File: config.mk
export PLATFORM = sky130hd
export DESIGN_NAME = axi_to_mem_top
export DESIGN_NICKNAME = d
export VERILOG_FILES = /design/src/rtl/axi_mem_pkg.sv /design/src/rtl/axi_to_mem_top.sv /design/src/rtl/burst_tracker.sv /design/src/rtl/mem_req_port.sv /design/src/rtl/resp_builder.sv /design/src/rtl/rw_arbiter.sv /design/src/rtl/stream_fifo.sv
export VERILOG_INCLUDE_DIRS = /design/src /design/src/rtl
export SDC_FILE = /design/constraint.sdc
export NUM_CORES = 1
export LEC_CHECK = 0
export BUFFER_PORTS_ARGS = -buffer_cell sky130_fd_sc_hd__buf_2
export CAP_MARGIN = 5
export CORE_MARGIN = 8
export CORE_UTILIZATION = 55
export DETAILED_ROUTE_END_ITERATION = 10
export PLACE_DENSITY_LB_ADDON = 0.12
export SLEW_MARGIN = 20
export SYNTH_ARGS = -nofsm -noshare
export SYNTH_HDL_FRONTEND = slang
export SYNTH_HIERARCHICAL = 1
export SYNTH_SLANG_ARGS = --single-unit
export TNS_END_PERCENT = 20
File: constraint.sdc
create_clock -name clk_i -period 4.46 [get_ports clk_i]
set_input_delay 0.892 -clock clk_i [delete_from_list [all_inputs] [get_ports clk_i]]
set_output_delay 0.892 -clock clk_i [all_outputs]
set_load 0.02 [all_outputs]
File: src/rtl/axi_mem_defs.svh
// AXI memory bridge sizes
`ifndef AXI_MEM_DEFS_SVH
`define AXI_MEM_DEFS_SVH
`default_nettype none

// Byte address width.
`define AXI_MEM_ADDR_W 16
// Data word width.
`define AXI_MEM_DATA_W 32
// One strobe bit per data byte.
`define AXI_MEM_STRB_W (`AXI_MEM_DATA_W / 8)
// Transaction id width.
`define AXI_MEM_ID_W 4
// Burst length field, beats minus one.
`define AXI_MEM_LEN_W 8
// Outstanding memory requests and buffer depth.
`define AXI_MEM_BUF_DEPTH 4

`default_nettype wire
`endif

File: src/rtl/axi_mem_pkg.sv
// AXI memory bridge types
`include "axi_mem_defs.svh"
`default_nettype none

package axi_mem_pkg;

  // Channel payload types.
  typedef logic [`AXI_MEM_ADDR_W-1:0] addr_t;
  typedef logic [`AXI_MEM_DATA_W-1:0] data_t;
  typedef logic [`AXI_MEM_STRB_W-1:0] strb_t;
  typedef logic [`AXI_MEM_ID_W-1:0]   id_t;
  typedef logic [`AXI_MEM_LEN_W-1:0]  len_t;

  // Per-beat bookkeeping, kept until the memory answers.
  typedef struct packed {
    id_t  id;
    logic last;
    logic write;
  } beat_meta_t;

  // One memory response.
  typedef struct packed {
    data_t data;
    logic  err;
  } mem_rsp_t;

  // AXI response codes in use.
  typedef enum logic [1:0] {
    RESP_OKAY   = 2'b00,
    RESP_SLVERR = 2'b10
  } resp_e;

endpackage

`default_nettype wire

File: src/rtl/axi_to_mem_top.sv
// AXI to memory bridge top
`timescale 1ns/1ps
`include "axi_mem_defs.svh"
`default_nettype none

module axi_to_mem_top import axi_mem_pkg::*; (
  input  wire logic  clk_i,
  input  wire logic  rst_i,
  // AR channel.
  input  wire logic  ar_valid_i,
  output logic       ar_ready_o,
  input  wire addr_t ar_addr_i,
  input  wire id_t   ar_id_i,
  input  wire len_t  ar_len_i,
  // AW channel.
  input  wire logic  aw_valid_i,
  output logic       aw_ready_o,
  input  wire addr_t aw_addr_i,
  input  wire id_t   aw_id_i,
  input  wire len_t  aw_len_i,
  // W channel.
  input  wire logic  w_valid_i,
  output logic       w_ready_o,
  input  wire data_t w_data_i,
  input  wire strb_t w_strb_i,
  input  wire logic  w_last_i,
  // R channel.
  output logic       r_valid_o,
  input  wire logic  r_ready_i,
  output data_t      r_data_o,
  output id_t        r_id_o,
  output resp_e      r_resp_o,
  output logic       r_last_o,
  // B channel.
  output logic       b_valid_o,
  input  wire logic  b_ready_i,
  output id_t        b_id_o,
  output resp_e      b_resp_o,
  // Memory port.
  output logic       mem_req_o,
  input  wire logic  mem_gnt_i,
  output addr_t      mem_addr_o,
  output logic       mem_we_o,
  output data_t      mem_wdata_o,
  output strb_t      mem_strb_o,
  input  wire logic  mem_rvalid_i,
  input  wire data_t mem_rdata_i,
  input  wire logic  mem_err_i
);

  // Tracker offers.
  logic       rd_valid, rd_last, rd_ongoing, rd_grant;
  logic       wr_valid, wr_last, wr_ongoing, wr_grant;
  addr_t      rd_addr, wr_addr;
  id_t        rd_id, wr_id;
  // Arbiter outputs.
  beat_meta_t meta_push;
  logic       meta_push_valid, meta_push_ready;
  addr_t      req_addr;
  logic       req_we, req_valid, req_ready;
  // Buffered metadata and responses.
  beat_meta_t meta_pop;
  logic       meta_pop_valid, meta_pop_ready;
  mem_rsp_t   rsp;
  logic       rsp_valid, rsp_ready;

  burst_tracker #(
    .NeedsData ( 1'b0 )
  ) u_rd_burst (
    .clk_i          ( clk_i      ),
    .rst_i          ( rst_i      ),
    .ax_valid_i     ( ar_valid_i ),
    .ax_ready_o     ( ar_ready_o ),
    .ax_addr_i      ( ar_addr_i  ),
    .ax_id_i        ( ar_id_i    ),
    .ax_len_i       ( ar_len_i   ),
    .data_valid_i   ( 1'b1       ),
    .beat_valid_o   ( rd_valid   ),
    .beat_addr_o    ( rd_addr    ),
    .beat_id_o      ( rd_id      ),
    .beat_last_o    ( rd_last    ),
    .beat_ongoing_o ( rd_ongoing ),
    .beat_grant_i   ( rd_grant   )
  );

  // Write beats are only offered while W data is present.
  burst_tracker #(
    .NeedsData ( 1'b1 )
  ) u_wr_burst (
    .clk_i          ( clk_i      ),
    .rst_i          ( rst_i      ),
    .ax_valid_i     ( aw_valid_i ),
    .ax_ready_o     ( aw_ready_o ),
    .ax_addr_i      ( aw_addr_i  ),
    .ax_id_i        ( aw_id_i    ),
    .ax_len_i       ( aw_len_i   ),
    .data_valid_i   ( w_valid_i  ),
    .beat_valid_o   ( wr_valid   ),
    .beat_addr_o    ( wr_addr    ),
    .beat_id_o      ( wr_id      ),
    .beat_last_o    ( wr_last    ),
    .beat_ongoing_o ( wr_ongoing ),
    .beat_grant_i   ( wr_grant   )
  );

  rw_arbiter u_arbiter (
    .clk_i        ( clk_i           ),
    .rst_i        ( rst_i           ),
    .rd_valid_i   ( rd_valid        ),
    .rd_addr_i    ( rd_addr         ),
    .rd_id_i      ( rd_id           ),
    .rd_last_i    ( rd_last         ),
    .rd_ongoing_i ( rd_ongoing      ),
    .rd_grant_o   ( rd_grant        ),
    .wr_valid_i   ( wr_valid        ),
    .wr_addr_i    ( wr_addr         ),
    .wr_id_i      ( wr_id           ),
    .wr_last_i    ( wr_last         ),
    .wr_ongoing_i ( wr_ongoing      ),
    .wr_grant_o   ( wr_grant        ),
    .w_ready_o    ( w_ready_o       ),
    .meta_o       ( meta_push       ),
    .meta_valid_o ( meta_push_valid ),
    .meta_ready_i ( meta_push_ready ),
    .req_addr_o   ( req_addr        ),
    .req_we_o     ( req_we          ),
    .req_valid_o  ( req_valid       ),
    .req_ready_i  ( req_ready       )
  );

  stream_fifo #(
    .T     ( beat_meta_t        ),
    .Depth ( `AXI_MEM_BUF_DEPTH )
  ) u_meta_fifo (
    .clk_i        ( clk_i           ),
    .rst_i        ( rst_i           ),
    .push_valid_i ( meta_push_valid ),
    .push_ready_o ( meta_push_ready ),
    .push_data_i  ( meta_push       ),
    .pop_valid_o  ( meta_pop_valid  ),
    .pop_ready_i  ( meta_pop_ready  ),
    .pop_data_o   ( meta_pop        )
  );

  // W data and strobe ride along with the granted write beat.
  mem_req_port u_mem_port (
    .clk_i        ( clk_i        ),
    .rst_i        ( rst_i        ),
    .req_valid_i  ( req_valid    ),
    .req_ready_o  ( req_ready    ),
    .req_addr_i   ( req_addr     ),
    .req_we_i     ( req_we       ),
    .req_wdata_i  ( w_data_i     ),
    .req_strb_i   ( w_strb_i     ),
    .mem_req_o    ( mem_req_o    ),
    .mem_gnt_i    ( mem_gnt_i    ),
    .mem_addr_o   ( mem_addr_o   ),
    .mem_we_o     ( mem_we_o     ),
    .mem_wdata_o  ( mem_wdata_o  ),
    .mem_strb_o   ( mem_strb_o   ),
    .mem_rvalid_i ( mem_rvalid_i ),
    .mem_rdata_i  ( mem_rdata_i  ),
    .mem_err_i    ( mem_err_i    ),
    .rsp_o        ( rsp          ),
    .rsp_valid_o  ( rsp_valid    ),
    .rsp_ready_i  ( rsp_ready    )
  );

  resp_builder u_resp (
    .clk_i        ( clk_i          ),
    .rst_i        ( rst_i          ),
    .meta_i       ( meta_pop       ),
    .meta_valid_i ( meta_pop_valid ),
    .meta_ready_o ( meta_pop_ready ),
    .rsp_i        ( rsp            ),
    .rsp_valid_i  ( rsp_valid      ),
    .rsp_ready_o  ( rsp_ready      ),
    .r_valid_o    ( r_valid_o      ),
    .r_ready_i    ( r_ready_i      ),
    .r_data_o     ( r_data_o       ),
    .r_id_o       ( r_id_o         ),
    .r_resp_o     ( r_resp_o       ),
    .r_last_o     ( r_last_o       ),
    .b_valid_o    ( b_valid_o      ),
    .b_ready_i    ( b_ready_i      ),
    .b_id_o       ( b_id_o         ),
    .b_resp_o     ( b_resp_o       )
  );

  // The master's W last must agree with the beat count from AW len.
  a_w_last_match: assert property (@(posedge clk_i) disable iff (rst_i)
    w_valid_i && w_ready_o |-> (w_last_i == wr_last))
    else $error("W last does not match the AW burst length.");

endmodule

`default_nettype wire

File: src/rtl/burst_tracker.sv
// Burst beat generator
`timescale 1ns/1ps
`include "axi_mem_defs.svh"
`default_nettype none

module burst_tracker import axi_mem_pkg::*; #(
  // Set for the write side, where each beat also needs W data.
  parameter bit NeedsData = 1'b0
) (
  input  wire logic  clk_i,
  input  wire logic  rst_i,
  input  wire logic  ax_valid_i,
  output logic       ax_ready_o,
  input  wire addr_t ax_addr_i,
  input  wire id_t   ax_id_i,
  input  wire len_t  ax_len_i,
  input  wire logic  data_valid_i,
  output logic       beat_valid_o,
  output addr_t      beat_addr_o,
  output id_t        beat_id_o,
  output logic       beat_last_o,
  output logic       beat_ongoing_o,
  input  wire logic  beat_grant_i
);

  // Every beat is full width, so the address steps by the bus byte count.
  localparam int unsigned BeatBytes = `AXI_MEM_STRB_W;

  logic  busy_q;
  len_t  cnt_q;
  addr_t addr_q;
  id_t   id_q;
  logic  data_ok;

  // The read side never waits for data.
  assign data_ok = NeedsData ? data_valid_i : 1'b1;

  // First beat comes straight from the address channel.
  // Later beats come from the saved burst state.
  always_comb begin
    if (busy_q) begin
      beat_valid_o = data_ok;
      beat_addr_o  = addr_q;
      beat_id_o    = id_q;
      beat_last_o  = (cnt_q == '0);
    end else begin
      beat_valid_o = ax_valid_i & data_ok;
      beat_addr_o  = ax_addr_i;
      beat_id_o    = ax_id_i;
      beat_last_o  = (ax_len_i == '0);
    end
  end

  // Address channel is taken with the first beat's grant.
  assign ax_ready_o     = ~busy_q & beat_grant_i;
  assign beat_ongoing_o = busy_q;

  // Burst state.
  // cnt_q counts the beats left after the one on offer.
  always_ff @(posedge clk_i) begin
    if (rst_i) begin
      busy_q <= 1'b0;
      cnt_q  <= '0;
    end else if (beat_grant_i) begin
      busy_q <= ~beat_last_o;
      cnt_q  <= busy_q ? cnt_q - len_t'(1) : ax_len_i - len_t'(1);
    end
  end

  // Next beat address and the burst id.
  always_ff @(posedge clk_i) begin
    if (beat_grant_i) begin
      addr_q <= beat_addr_o + addr_t'(BeatBytes);
      if (!busy_q) begin
        id_q <= ax_id_i;
      end
    end
  end

  // The master must hold the request until it is taken.
  a_ax_stable: assert property (@(posedge clk_i) disable iff (rst_i)
    ax_valid_i && !ax_ready_o |=> ax_valid_i && $stable({ax_addr_i, ax_id_i, ax_len_i}))
    else $error("Address channel changed while stalled.");

endmodule

`default_nettype wire

File: src/rtl/mem_req_port.sv
// Memory request port
`timescale 1ns/1ps
`include "axi_mem_defs.svh"
`default_nettype none

module mem_req_port import axi_mem_pkg::*; (
  input  wire logic  clk_i,
  input  wire logic  rst_i,
  // Beat request from the arbiter.
  input  wire logic  req_valid_i,
  output logic       req_ready_o,
  input  wire addr_t req_addr_i,
  input  wire logic  req_we_i,
  input  wire data_t req_wdata_i,
  input  wire strb_t req_strb_i,
  // Memory side.
  output logic       mem_req_o,
  input  wire logic  mem_gnt_i,
  output addr_t      mem_addr_o,
  output logic       mem_we_o,
  output data_t      mem_wdata_o,
  output strb_t      mem_strb_o,
  input  wire logic  mem_rvalid_i,
  input  wire data_t mem_rdata_i,
  input  wire logic  mem_err_i,
  // Buffered responses.
  output mem_rsp_t   rsp_o,
  output logic       rsp_valid_o,
  input  wire logic  rsp_ready_i
);

  localparam int unsigned Depth = `AXI_MEM_BUF_DEPTH;
  localparam int unsigned CntW  = $clog2(Depth + 1);

  logic [CntW-1:0] cnt_q;
  logic            room;
  logic            req_fire;
  logic            rsp_pop;
  logic            rsp_push_ready;
  mem_rsp_t        rsp_in;

  // Requests in flight plus responses not yet taken.
  // Keeping this at or below Depth means the FIFO always has space.
  assign room     = (cnt_q < CntW'(Depth));
  assign req_fire = req_valid_i & req_ready_o;
  assign rsp_pop  = rsp_valid_o & rsp_ready_i;

  // Requests pass straight to memory.
  assign mem_req_o   = req_valid_i & room;
  assign req_ready_o = room & mem_gnt_i;
  assign mem_addr_o  = req_addr_i;
  assign mem_we_o    = req_we_i;
  assign mem_wdata_o = req_wdata_i;
  assign mem_strb_o  = req_strb_i;

  always_ff @(posedge clk_i) begin
    if (rst_i) begin
      cnt_q <= '0;
    end else if (req_fire && !rsp_pop) begin
      cnt_q <= cnt_q + 1'b1;
    end else if (rsp_pop && !req_fire) begin
      cnt_q <= cnt_q - 1'b1;
    end
  end

  assign rsp_in.data = mem_rdata_i;
  assign rsp_in.err  = mem_err_i;

  // Every memory answer is pushed, reads and writes alike.
  stream_fifo #(
    .T     ( mem_rsp_t ),
    .Depth ( Depth     )
  ) u_rsp_fifo (
    .clk_i        ( clk_i          ),
    .rst_i        ( rst_i          ),
    .push_valid_i ( mem_rvalid_i   ),
    .push_ready_o ( rsp_push_ready ),
    .push_data_i  ( rsp_in         ),
    .pop_valid_o  ( rsp_valid_o    ),
    .pop_ready_i  ( rsp_ready_i    ),
    .pop_data_o   ( rsp_o          )
  );

  // Memory must not answer requests that were never made.
  a_no_stray_rsp: assert property (@(posedge clk_i) disable iff (rst_i)
    mem_rvalid_i |-> (cnt_q != '0) && rsp_push_ready)
    else $error("Memory response without an outstanding request.");

endmodule

`default_nettype wire

File: src/rtl/resp_builder.sv
// AXI R and B response builder
`timescale 1ns/1ps
`default_nettype none

module resp_builder import axi_mem_pkg::*; (
  input  wire logic       clk_i,
  input  wire logic       rst_i,
  // Metadata FIFO output.
  input  wire beat_meta_t meta_i,
  input  wire logic       meta_valid_i,
  output logic            meta_ready_o,
  // Response FIFO output.
  input  wire mem_rsp_t   rsp_i,
  input  wire logic       rsp_valid_i,
  output logic            rsp_ready_o,
  // AXI R channel.
  output logic            r_valid_o,
  input  wire logic       r_ready_i,
  output data_t           r_data_o,
  output id_t             r_id_o,
  output resp_e           r_resp_o,
  output logic            r_last_o,
  // AXI B channel.
  output logic            b_valid_o,
  input  wire logic       b_ready_i,
  output id_t             b_id_o,
  output resp_e           b_resp_o
);

  logic both_valid;
  logic target_ready;
  logic fire;
  logic err_acc_q;

  assign both_valid = meta_valid_i & rsp_valid_i;

  // Reads wait for R, last writes wait for B, other writes drain at once.
  always_comb begin
    if (!meta_i.write) begin
      target_ready = r_ready_i;
    end else if (meta_i.last) begin
      target_ready = b_ready_i;
    end else begin
      target_ready = 1'b1;
    end
  end

  // Both FIFOs pop together.
  assign fire         = both_valid & target_ready;
  assign meta_ready_o = rsp_valid_i & target_ready;
  assign rsp_ready_o  = meta_valid_i & target_ready;

  // Read beats.
  assign r_valid_o = both_valid & ~meta_i.write;
  assign r_data_o  = rsp_i.data;
  assign r_id_o    = meta_i.id;
  assign r_last_o  = meta_i.last;
  assign r_resp_o  = rsp_i.err ? RESP_SLVERR : RESP_OKAY;

  // One B per burst, carrying any error seen in it.
  assign b_valid_o = both_valid & meta_i.write & meta_i.last;
  assign b_id_o    = meta_i.id;
  assign b_resp_o  = (err_acc_q | rsp_i.err) ? RESP_SLVERR : RESP_OKAY;

  // Error accumulator for the write burst in progress.
  always_ff @(posedge clk_i) begin
    if (rst_i) begin
      err_acc_q <= 1'b0;
    end else if (fire && meta_i.write) begin
      err_acc_q <= meta_i.last ? 1'b0 : (err_acc_q | rsp_i.err);
    end
  end

  // R must hold while the master stalls it.
  a_r_stable: assert property (@(posedge clk_i) disable iff (rst_i)
    r_valid_o && !r_ready_i |=> r_valid_o && $stable({r_data_o, r_id_o, r_resp_o, r_last_o}))
    else $error("R changed while stalled.");

endmodule

`default_nettype wire

File: src/rtl/rw_arbiter.sv
// Read/write beat arbiter
`timescale 1ns/1ps
`default_nettype none

module rw_arbiter import axi_mem_pkg::*; (
  input  wire logic  clk_i,
  input  wire logic  rst_i,
  // Read beat offer.
  input  wire logic  rd_valid_i,
  input  wire addr_t rd_addr_i,
  input  wire id_t   rd_id_i,
  input  wire logic  rd_last_i,
  input  wire logic  rd_ongoing_i,
  output logic       rd_grant_o,
  // Write beat offer.
  input  wire logic  wr_valid_i,
  input  wire addr_t wr_addr_i,
  input  wire id_t   wr_id_i,
  input  wire logic  wr_last_i,
  input  wire logic  wr_ongoing_i,
  output logic       wr_grant_o,
  output logic       w_ready_o,
  // Metadata FIFO push.
  output beat_meta_t meta_o,
  output logic       meta_valid_o,
  input  wire logic  meta_ready_i,
  // Memory request.
  output addr_t      req_addr_o,
  output logic       req_we_o,
  output logic       req_valid_o,
  input  wire logic  req_ready_i
);

  // Side encoding is 1 for write and 0 for read.
  logic sel;
  logic sel_q;
  logic lock_q;
  logic rr_q;
  logic sel_valid;
  logic grant;

  // Side selection.
  always_comb begin
    if (lock_q) begin
      // A stalled choice stays until granted.
      sel = sel_q;
    end else if (rd_valid_i ^ wr_valid_i) begin
      sel = wr_valid_i;
    end else if (wr_ongoing_i) begin
      // Finish running bursts before starting new ones.
      sel = 1'b1;
    end else if (rd_ongoing_i) begin
      sel = 1'b0;
    end else begin
      sel = rr_q;
    end
  end

  assign sel_valid = sel ? wr_valid_i : rd_valid_i;

  // Grant only when both consumers take the beat.
  assign grant = sel_valid & meta_ready_i & req_ready_i;

  assign rd_grant_o = grant & ~sel;
  assign wr_grant_o = grant & sel;
  assign w_ready_o  = grant & sel;

  // Each consumer sees valid qualified by the other's ready.
  assign meta_valid_o = sel_valid & req_ready_i;
  assign req_valid_o  = sel_valid & meta_ready_i;

  assign meta_o.id    = sel ? wr_id_i : rd_id_i;
  assign meta_o.last  = sel ? wr_last_i : rd_last_i;
  assign meta_o.write = sel;

  assign req_addr_o = sel ? wr_addr_i : rd_addr_i;
  assign req_we_o   = sel;

  // Lock and round-robin state.
  always_ff @(posedge clk_i) begin
    if (rst_i) begin
      lock_q <= 1'b0;
      sel_q  <= 1'b0;
      rr_q   <= 1'b0;
    end else begin
      sel_q <= sel;
      if (grant) begin
        lock_q <= 1'b0;
        // The other side wins the next tie.
        rr_q   <= ~sel;
      end else if (sel_valid) begin
        lock_q <= 1'b1;
      end
    end
  end

  // A stalled beat stays offered with the same address and metadata until granted.
  a_stall_held: assert property (@(posedge clk_i) disable iff (rst_i)
    sel_valid && !grant |=> sel_valid && $stable({req_addr_o, meta_o}))
    else $error("Stalled beat withdrawn or changed before grant.");

endmodule

`default_nettype wire

File: src/rtl/stream_fifo.sv
// Valid/ready FIFO
`timescale 1ns/1ps
`default_nettype none

module stream_fifo #(
  parameter type         T     = logic,
  parameter int unsigned Depth = 4
) (
  input  wire logic clk_i,
  input  wire logic rst_i,
  input  wire logic push_valid_i,
  output logic      push_ready_o,
  input  wire T     push_data_i,
  output logic      pop_valid_o,
  input  wire logic pop_ready_i,
  output T          pop_data_o
);

  localparam int unsigned PtrW = (Depth > 1) ? $clog2(Depth) : 1;

  T                mem_q [Depth];
  logic [PtrW-1:0] wr_ptr_q;
  logic [PtrW-1:0] rd_ptr_q;
  logic [PtrW:0]   count_q;
  logic            push;
  logic            pop;

  assign push_ready_o = (count_q != (PtrW+1)'(Depth));
  assign pop_valid_o  = (count_q != '0);
  assign pop_data_o   = mem_q[rd_ptr_q];

  assign push = push_valid_i & push_ready_o;
  assign pop  = pop_valid_o & pop_ready_i;

  // Pointers wrap at Depth, which need not be a power of two.
  always_ff @(posedge clk_i) begin
    if (rst_i) begin
      wr_ptr_q <= '0;
      rd_ptr_q <= '0;
      count_q  <= '0;
    end else begin
      if (push) begin
        wr_ptr_q <= (wr_ptr_q == PtrW'(Depth - 1)) ? '0 : wr_ptr_q + 1'b1;
      end
      if (pop) begin
        rd_ptr_q <= (rd_ptr_q == PtrW'(Depth - 1)) ? '0 : rd_ptr_q + 1'b1;
      end
      if (push && !pop) begin
        count_q <= count_q + 1'b1;
      end else if (pop && !push) begin
        count_q <= count_q - 1'b1;
      end
    end
  end

  // Storage.
  always_ff @(posedge clk_i) begin
    if (push) begin
      mem_q[wr_ptr_q] <= push_data_i;
    end
  end

  a_count_bound: assert property (@(posedge clk_i) disable iff (rst_i)
    count_q <= (PtrW+1)'(Depth))
    else $error("FIFO count above depth.");

endmodule

`default_nettype wire

; ---- Word-level counts from Yosys, hierarchy flattened
; Memories as Yosys holds them, arrays and structs flattened. A register that Yosys moved wholly into a read port is not among the register bits.
; Cells that the tools add are included.
[word_totals]
ff_bits = 79
ramBits = 156
memories = 2
output_inout_bits = 104
[op_classes]
magnitude_cmp = 1
reduce_logical = 22
mux = 41
eq_ne = 6
bitwise = 29
addsub = 16
[memory_table]
columns = name, words, width, rd, rd_ports_with_merged_regs, write_ports, line
row1 = u_mem_port.u_rsp_fifo.mem_q, 4, 33, 1, 1, 1, stream_fifo.sv:21  ; T mem_q [Depth];
row2 = u_meta_fifo.mem_q, 4, 6, 1, 1, 1, stream_fifo.sv:21
[ops]
columns = operator, count
row1 = $mux W16, 3
row2 = $add A16 B3 Y16 const B, 2
row3 = $logic_not A8 Y1, 4
row4 = $sub A8 B1 Y8 const B, 4
row5 = $and A1 B1 Y1, 21
row6 = $mux W2, 10
row7 = $mux W3, 6
row8 = $mux W1, 17
row9 = $mux W8, 2
row10 = $mux W4, 3
row11 = $add A3 B1 Y3 const B, 3
row12 = $sub A3 B1 Y3 const B, 3
row13 = $add A2 B1 Y2 const B, 4
row14 = $eq A2 B2 Y1 const B, 4
row15 = $logic_and A1 B1 Y1, 7
row16 = $ne A3 B3 Y1 const B, 2
row17 = $not A1 Y1, 6
row18 = $reduce_bool A2 Y1, 3
row19 = $reduce_bool A3 Y1, 2
row20 = $logic_not A1 Y1, 5
row21 = $lt A3 B3 Y1 const B, 1
row22 = $reduce_or A2 Y1, 1
row23 = $or A1 B1 Y1, 1
row24 = $xor A1 B1 Y1, 1

; ---- Depth between registers and ports, before layout
; Gate-level depths: netlist of run 1.
[logic_depth]
depth_word = 12
ltp_mapped = 16
depth_no_buf = 12

; ---- Hierarchy
; Netlist of run 1, hierarchy kept.
[modules_own_cells]
columns = module, instances, cells_per_inst, area_each_um2
row1 = stream_fifo (u_mem_port.u_rsp_fifo), 1, 221, 5235.0
row2 = burst_tracker (u_rd_burst), 1, 166, 1821.7
row3 = burst_tracker (u_wr_burst), 1, 162, 1806.7
row4 = stream_fifo (u_meta_fifo), 1, 79, 1345.0
row5 = mem_req_port, 1, 71, 568.0
row6 = rw_arbiter, 1, 51, 530.5
row7 = resp_builder, 1, 57, 421.7
row8 = axi_to_mem_top, 1, 1, 3.8

; ---- Worst setup path after synthesis of run 1
; OpenSTA, ideal clock, no wires.
[synth_path]
path_type = register to output
start = register u_rd_burst.busy_q, in the netlist u_rd_burst/beat_ongoing_o
end = output port aw_ready_o
setup_slack_ps = 365
required_time_ps = 3568
arrival_ps = 3203
stages_incl_launch_ff = 11
n_path_buf = 6
path_cell_list = dfxtp_1 > buf_6 > buf_12 > buf_2 > buf_4 > or2_2 > o221ai_2 > nor3b_1 > buf_4 > clkbuf_1 > nor2b_1
[synth_between]
elab_chain_len = 9
elab_cells_between_ends = 11
[synth_rtl]
columns = element, line
row1 = from (decl), burst_tracker.sv:29  ; logic busy_q;
row2 = from (signal assigned), burst_tracker.sv:65  ; busy_q <= ~beat_last_o;
row3 = $mux W1 *, burst_tracker.sv:41  ; if (busy_q) begin
row4 = net rd_valid, axi_to_mem_top.sv:52  ; logic rd_valid, rd_last, rd_ongoing, rd_grant;
row5 = $xor A1 B1 Y1, rw_arbiter.sv:47  ; end else if (rd_valid_i ^ wr_valid_i) begin
row6 = $mux W1, rw_arbiter.sv:47
row7 = $mux W1, rw_arbiter.sv:44  ; if (lock_q) begin
row8 = $mux W1, rw_arbiter.sv:59  ; assign sel_valid = sel ? wr_valid_i : rd_valid_i;
row9 = $and A1 B1 Y1 (2 in series), rw_arbiter.sv:62  ; assign grant = sel_valid & meta_ready_i & req_ready_i;
row10 = $and A1 B1 Y1 *, -
row11 = net w_ready_o, axi_to_mem_top.sv:23  ; output logic w_ready_o,
row12 = $and A1 B1 Y1 *, burst_tracker.sv:55  ; assign ax_ready_o = ~busy_q & beat_grant_i;
row13 = to (decl), axi_to_mem_top.sv:17  ; output logic aw_ready_o,
; The timed path passes the listed nets; every way through them passes the cells marked *.

; ---- Worst setup path in the final report of run 1
[layout_path]
start = register u_wr_burst.busy_q, in the netlist u_wr_burst/beat_ongoing_o
end = output port mem_addr_o[6]
[layout_between]
elab_chain_len = 5
elab_cells_between_ends = 7
[layout_rtl]
columns = element, line
row1 = from (decl), burst_tracker.sv:29
row2 = from (signal assigned), burst_tracker.sv:65
row3 = $mux W1 *, burst_tracker.sv:41
row4 = net wr_valid, axi_to_mem_top.sv:53  ; logic wr_valid, wr_last, wr_ongoing, wr_grant;
row5 = $xor A1 B1 Y1, rw_arbiter.sv:47
row6 = $mux W1 *, rw_arbiter.sv:47
row7 = $mux W1 *, rw_arbiter.sv:44
row8 = $mux W16 *, rw_arbiter.sv:76  ; assign req_addr_o = sel ? wr_addr_i : rd_addr_i;
row9 = to (decl), axi_to_mem_top.sv:42  ; output addr_t mem_addr_o,
; Marks and branches as above.

==> results.yml, run 1 <==
logic_synthesis:
  yosys_warnings: 6
  netlist_area_um2: 11700
  synth_area_per_cell_um2: 14.5
  synthCells: 807
sta:
  hold_viol: 0
  skew_ns: 0.0114
  max_freq_mhz: 281
  finalCriticalPeriod_ns: 3.56
  slew_violations: 0
  rsz0062_at_grt: "false"
  timing.final.ws_setup_ns: 0.898
  fin_crit_sh_pct: 79.9
  worst_pin_slew_ns: 0.891
  relSlewSlack_pct: 40.6
  setup_tns_ns: 0
  setup_viol: 0
route:
  vias: 6615
  drtPass1Iterations: 5
  routed_wl_mm: 23.7
  drt_iter0_drc: 394
  wire_per_inst_um: 20.2
  detail-route-antenna-nets: 0
  drc: 0
  via_per_inst: 5.64
floorplan:
  core-area_um2: 21000
  num_rows: 53
  dieArea_um2: 26300
  initial_utilization_pct: 56.0
  ios: 239
  die_x_um: 162
  die_h_um: 162
status:
  status: "finished clean"
finish:
  instances_no_fill: 1172
  nets: 1032
  drive_above_1_share_pct: 38.7
  fill_cells: 1633
  syn_to_final_growth_pct: 9.85
setup_path:
  worstPathCellList: "o21a_1 -> inv_2 -> o221ai_2 -> nand2_2 -> buf_4 -> mux2_4 -> buf_2"
  timing.rr.end: "u_mem_port/u_rsp_fifo/count_q[2]"
  arrival_ns: 2.67
  critical-path-slowest-cell: "dfxtp_2"
  crit_path_end_kind: "output pin"
  required_ns: 3.57
  startpoint_type: "flop"
  crit_path_max_incr_delay_ns: 0.47
  cp-startpoint: "u_wr_burst/beat_ongoing_o"
  worstRegToRegCells: 10
  cp-endpoint: "mem_addr_o[6]"
  cp_max_fo: 13
  r2r_slack_ns: 1.20
  path_class: "flop to output pin"
clock_network:
  cts.sinks: 239
  insertion_delay_ns: 0.52
  cts_hold_buf: 0
  path_clk_slew_ns: 0.06
  cts_tree: "built"
  cts-resized-gates: 0
  cts_htree_levels: 1
  cts_buffer_depth: 3
  cts_made_buffers: 25
  ctsRootBufferMaster: "clkbuf_16"
  postCtsSetupBuffers: 0
global_route:
  grt_usage_pct: 17.8
  grt_remaining_overflow: 0
  grt_max_degree: 48
  grt_pass1_vias: 7176
  antenna_found_initial: 2
  grt_pass1_wl_mm: 37.7
run:
  cap_violations: 0
worst_hold_path:
  worstHoldPathType: "flop to flop"
  hold_depth: 2
power:
  p_leak_nw: 4.71
  power_density_nw_per_um2: 571
  peakVddDrop_mv: 0.286
placed_design:
  place_congestion: 0.815
  dp.cells: 1125
  pre_cts_ws_ns: 0.941
  dp_hpwl_mm: 16.5
  port-buffer-count: 163
-- area by class of cell --
type,instances,area (um2),area share (%)
clock inverters,15,184,1.43
well taps,275,344,2.67
repair buffers,170,868,6.74
clock buffers,31,678,5.26
flip-flops and latches,239,6750,52.4
inverters,25,93.8,0.728
diodes,1,2.50,0.0194
multi-input cells,416,3960,30.8
-- how the worst min path moves through the flow --
stage                                 startpoint   end  slack (ns)
2_1_floorplan  u_mem_port/u_rsp_fifo/rd_ptr_q[0]  flop        0.46
3_3_place_gp   u_mem_port/u_rsp_fifo/rd_ptr_q[0]  flop        0.47
3_5_place_dp             u_meta_fifo/rd_ptr_q[0]  flop        0.50
4_1_cts                  u_meta_fifo/rd_ptr_q[0]  flop        0.51
5_1_grt                  u_meta_fifo/rd_ptr_q[0]  flop        0.53
6_report                 u_meta_fifo/rd_ptr_q[0]  flop        0.51
-- cell usage in the layout, fill, tap and decap left out, drive strengths merged, types with 6 or more instances in the layout --
cell and n:
edfxtp 196, mux2 52, clkbuf 31, mux2i 26
nor3 7, and3 9, nand2b 16, a22oi 6
nor2b 8, xnor2 21, dfxtp 43, nand2 28
nand3 19, or3 7, clkinv 8, buf 170
nand3b 8, a21oi 18, xor2 11, o22ai 7
o21ai 9, and2 7, ha 17, nand4 7
inv 26, nor2 27, mux4 39
-- per-stage QoR --
| stage | hold WS, ns | utilization, % | cell area, um2 | power [W] |
|---|---|---|---|---|
| after floorplan | 0.463 | - | 11700 | 0.00502 |
| after global placement | 0.467 | 57.4 | 12000 | 0.00518 |
| after detailed placement | 0.501 | 57.4 | 12000 | 0.00529 |
| after CTS | 0.514 | 61.5 | 12900 | 0.00745 |
| after global routing | 0.534 | 61.5 | 12900 | 0.00774 |
| final | 0.511 | 61.5 | 12900 | 0.00736 |
-- sequential cells by signal, summed over array words and instances (netlist names), 2 cells and up, named ones only --
register and flops:
u_mem_port/u_rsp_fifo/mem_q 132, u_meta_fifo/mem_q 24, u_rd_burst/addr_q 16, u_wr_burst/addr_q 16, u_rd_burst/cnt_q 8, u_wr_burst/cnt_q 8, u_rd_burst/id_q 4, u_wr_burst/id_q 4
u_mem_port/cnt_q 3, u_mem_port/u_rsp_fifo/count_q 3, u_meta_fifo/count_q 3, u_mem_port/u_rsp_fifo/rd_ptr_q 2, u_mem_port/u_rsp_fifo/wr_ptr_q 2, u_meta_fifo/rd_ptr_q 2, u_meta_fifo/wr_ptr_q 2
-- critical path: cells and delay by family, from the launching register on --
kind / cells / cell delay, ns
compound gates: 2 / 0.54
simple gates: 1 / 0.28
flops: 1 / 0.47
buf+inv: 3 / 0.53
mux: 1 / 0.32
-- power breakdown --
group / internal (W) / switching (W) / total [W]
Clock: 0.00131 / 0.000830 / 0.00214
Sequential: 0.00278 / 0.000189 / 0.00297
Combinational: 0.000973 / 0.00128 / 0.00225
-- routing by layer --
layer,part of all wire (%),global-route usage [%]
met1,41,21.4
met2,51,31.5
met3,6.5,4.40
met5,0.042,0
met4,1.7,4.21
Note: power is estimated with default switching activity, not from simulation.
==> inputs of run 2 (changes only) <==
CORE_UTILIZATION = 50   (was 55)
clock period = 3.2 ns   (was 4.46 ns; I/O delays follow)
==> run 2 against run 1 <==
Net effect: clock-buffer cell count is 2 higher; critical path type unchanged; largest cell class unchanged; highest routed layer unchanged; routed wire length is 0.89% higher; sequential power is 38% higher; sequential cell count stayed put; largest power group unchanged.
==> results.yml, run 2 (same netlist as run 1, synthesis figures left out) <==
status:
  status: "finished clean"
setup_path:
  arrival_ns: 2.40
  cpLargestDelayFamily: "buffers and inverters"
  crit_path_end_kind: "output pin"
  crit_path_max_incr_delay_ns: 0.48
  startpoint_type: "flop"
  required_ns: 2.56
  cp-startpoint: "u_wr_burst/beat_ongoing_o"
  cp_max_fo: 48
  worstPathCellList: "buf_4 -> inv_1 -> nand2_1 -> and2_1 -> inv_1 -> mux2_4 -> buf_2"
  r2r_slack_ns: 0.19
  critical-path-slowest-cell: "buf_4"
  cp.depth: 7
  timing.rr.end: "u_mem_port/u_rsp_fifo/count_q[2]"
  cpMostUsedCell: "inv_1"
  worstRegToRegCells: 10
  critPathBufInv: 4
  cp-endpoint: "mem_addr_o[2]"
  path_class: "flop to output pin"
global_route:
  grt_pass1_vias: 7280
  antenna_found_initial: 3
  grt_max_degree: 49
  use_met2_pct: 29.3
  grt_remaining_overflow: 0
  use_met1_pct: 20.4
  grt_busiest_layer: "met2"
  grt_usage_pct: 16.7
  use_met3_pct: 4.21
  grt_pass1_wl_mm: 38.5
floorplan:
  die_x_um: 169
  initial_utilization_pct: 50.4
  num_rows: 56
  core-area_um2: 23300
  die_h_um: 169
  ios: 239
  dieArea_um2: 28600
route:
  detail-route-antenna-nets: 0
  vias: 6693
  routed_wl_mm: 23.9
  wire_per_inst_um: 19.6
  drc: 0
  drt_iter0_drc: 398
  drtPass1Iterations: 6
  via_per_inst: 5.49
sta:
  finalCriticalPeriod_ns: 3.04
  worst_pin_slew_ns: 0.923
  relSlewSlack_pct: 38.5
  skew_ns: 0.00749
  whs_ns: 0.322
  setup_viol: 0
  max_freq_mhz: 329
  slew_violations: 0
  timing.final.ws_setup_ns: 0.158
  hold_viol: 0
  rsz0062_at_grt: "false"
  fin_crit_sh_pct: 95.1
power:
  peakVddDrop_mv: 0.591
  power_density_nw_per_um2: 778
  p_leak_nw: 4.72
finish:
  largest_register_ff_count: 132
  syn_to_final_growth_pct: 10.2
  nets: 1036
  regMostFlops: "u_mem_port/u_rsp_fifo/mem_q"
  final_common_cell: "edfxtp_1"
  instances_no_fill: 1220
  final_cell_mix: "edfxtp_1 (196), buf_2 (163), dfxtp_1 (39), mux4_2 (39), mux2_2 (35)"
  drive_above_1_share_pct: 39.2
  largest_registers: "u_mem_port/u_rsp_fifo/mem_q: 132 flops, u_meta_fifo/mem_q: 24 flops"
worst_hold_path:
  worstHoldPathType: "input port to flop"
placed_design:
  place_congestion: 0.833
  dp_hpwl_mm: 16.6
  dp.cells: 1173
  pre_cts_ws_ns: 0.0133
  port-buffer-count: 163
clock_network:
  path_clk_slew_ns: 0.06
  cts_tree: "built"
  cts_htree_levels: 1
  ctsRootBufferMaster: "clkbuf_16"
  cts_hold_buf: 0
  cts_made_buffers: 25
  cts.sinks: 239
  insertion_delay_ns: 0.52
  cts_buffer_depth: 3
  postCtsSetupBuffers: 0
run:
  cap_violations: 0
## run 2: changes by cell type in the layout (fill, tap and decap cells not counted), moves of 2 or more
cell / before / now
clkinvlp_4: 2 / 0
buf_6: 0 / 2
nor2b_1: 8 / 5
clkbuf_1: 3 / 6
bufinv_16: 4 / 1
nor2b_2: 0 / 2
clkinv_2: 4 / 7
## run 2: routing by layer
| layer | up-vias | wire length [um] |
|---|---|---|
| met1 | 3350 | 9990 |
| li1 | 3097 | - |
| met5 | - | 13 |
| met4 | 2 | 460 |
| met2 | 209 | 11900 |
| met3 | 35 | 1510 |
## run 2: layout make-up
type / instances / area (um2)
fillers: 1911 / 10300
flip-flops and latches: 239 / 6750
multi-input cells: 416 / 3980
repair buffers: 174 / 918
clock buffers: 33 / 676
well taps: 319 / 399
clock inverters: 12 / 96.3
inverters: 25 / 93.8
diodes: 2 / 5.00
## run 2: how the worst min path moves through the flow
stage | cells after the start | end | start | slack, ns
floorplan | 2 | flop | u_mem_port/u_rsp_fifo/rd_ptr_q[0] | 0.46
global placement | 2 | flop | u_mem_port/u_rsp_fifo/rd_ptr_q[0] | 0.47
detailed placement | 2 | flop | u_mem_port/u_rsp_fifo/rd_ptr_q[0] | 0.49
CTS | 1 | u_mem_port/u_rsp_fifo/mem_q[1][20] | mem_rdata_i[19] | 0.30
global route | 1 | u_mem_port/u_rsp_fifo/mem_q[3][5] | mem_rdata_i[4] | 0.30
finish | 2 | u_resp/err_acc_q | b_ready_i | 0.32
## run 2: stage by stage
stage	TNS, ns	utilization (%)	power [W]	area, um2
6_report	0	55.6	0.0101	12900
5_1_grt	0	55.6	0.0106	12900
4_1_cts	0	55.5	0.0102	12900
3_5_place_dp	0	52.2	0.00743	12100
3_3_place_gp	0	52.2	0.00730	12100
2_1_floorplan	-0.0795	-	0.00702	11800
## run 2: power by group
group | switching [W] | leakage (nW) | internal [W]
Clock | 0.00115 | 0.386 | 0.00157
Combinational | 0.00182 | 2.18 | 0.00140
Sequential | 0.000230 | 2.15 | 0.00388
## run 2: timing repair
action / 4_1_cts / 5_1_grt
setup endpoints to repair: 16 / 13
hold endpoints to repair: 0 / 0
gates cloned: 0 / 0
resized for setup: 1 / 1
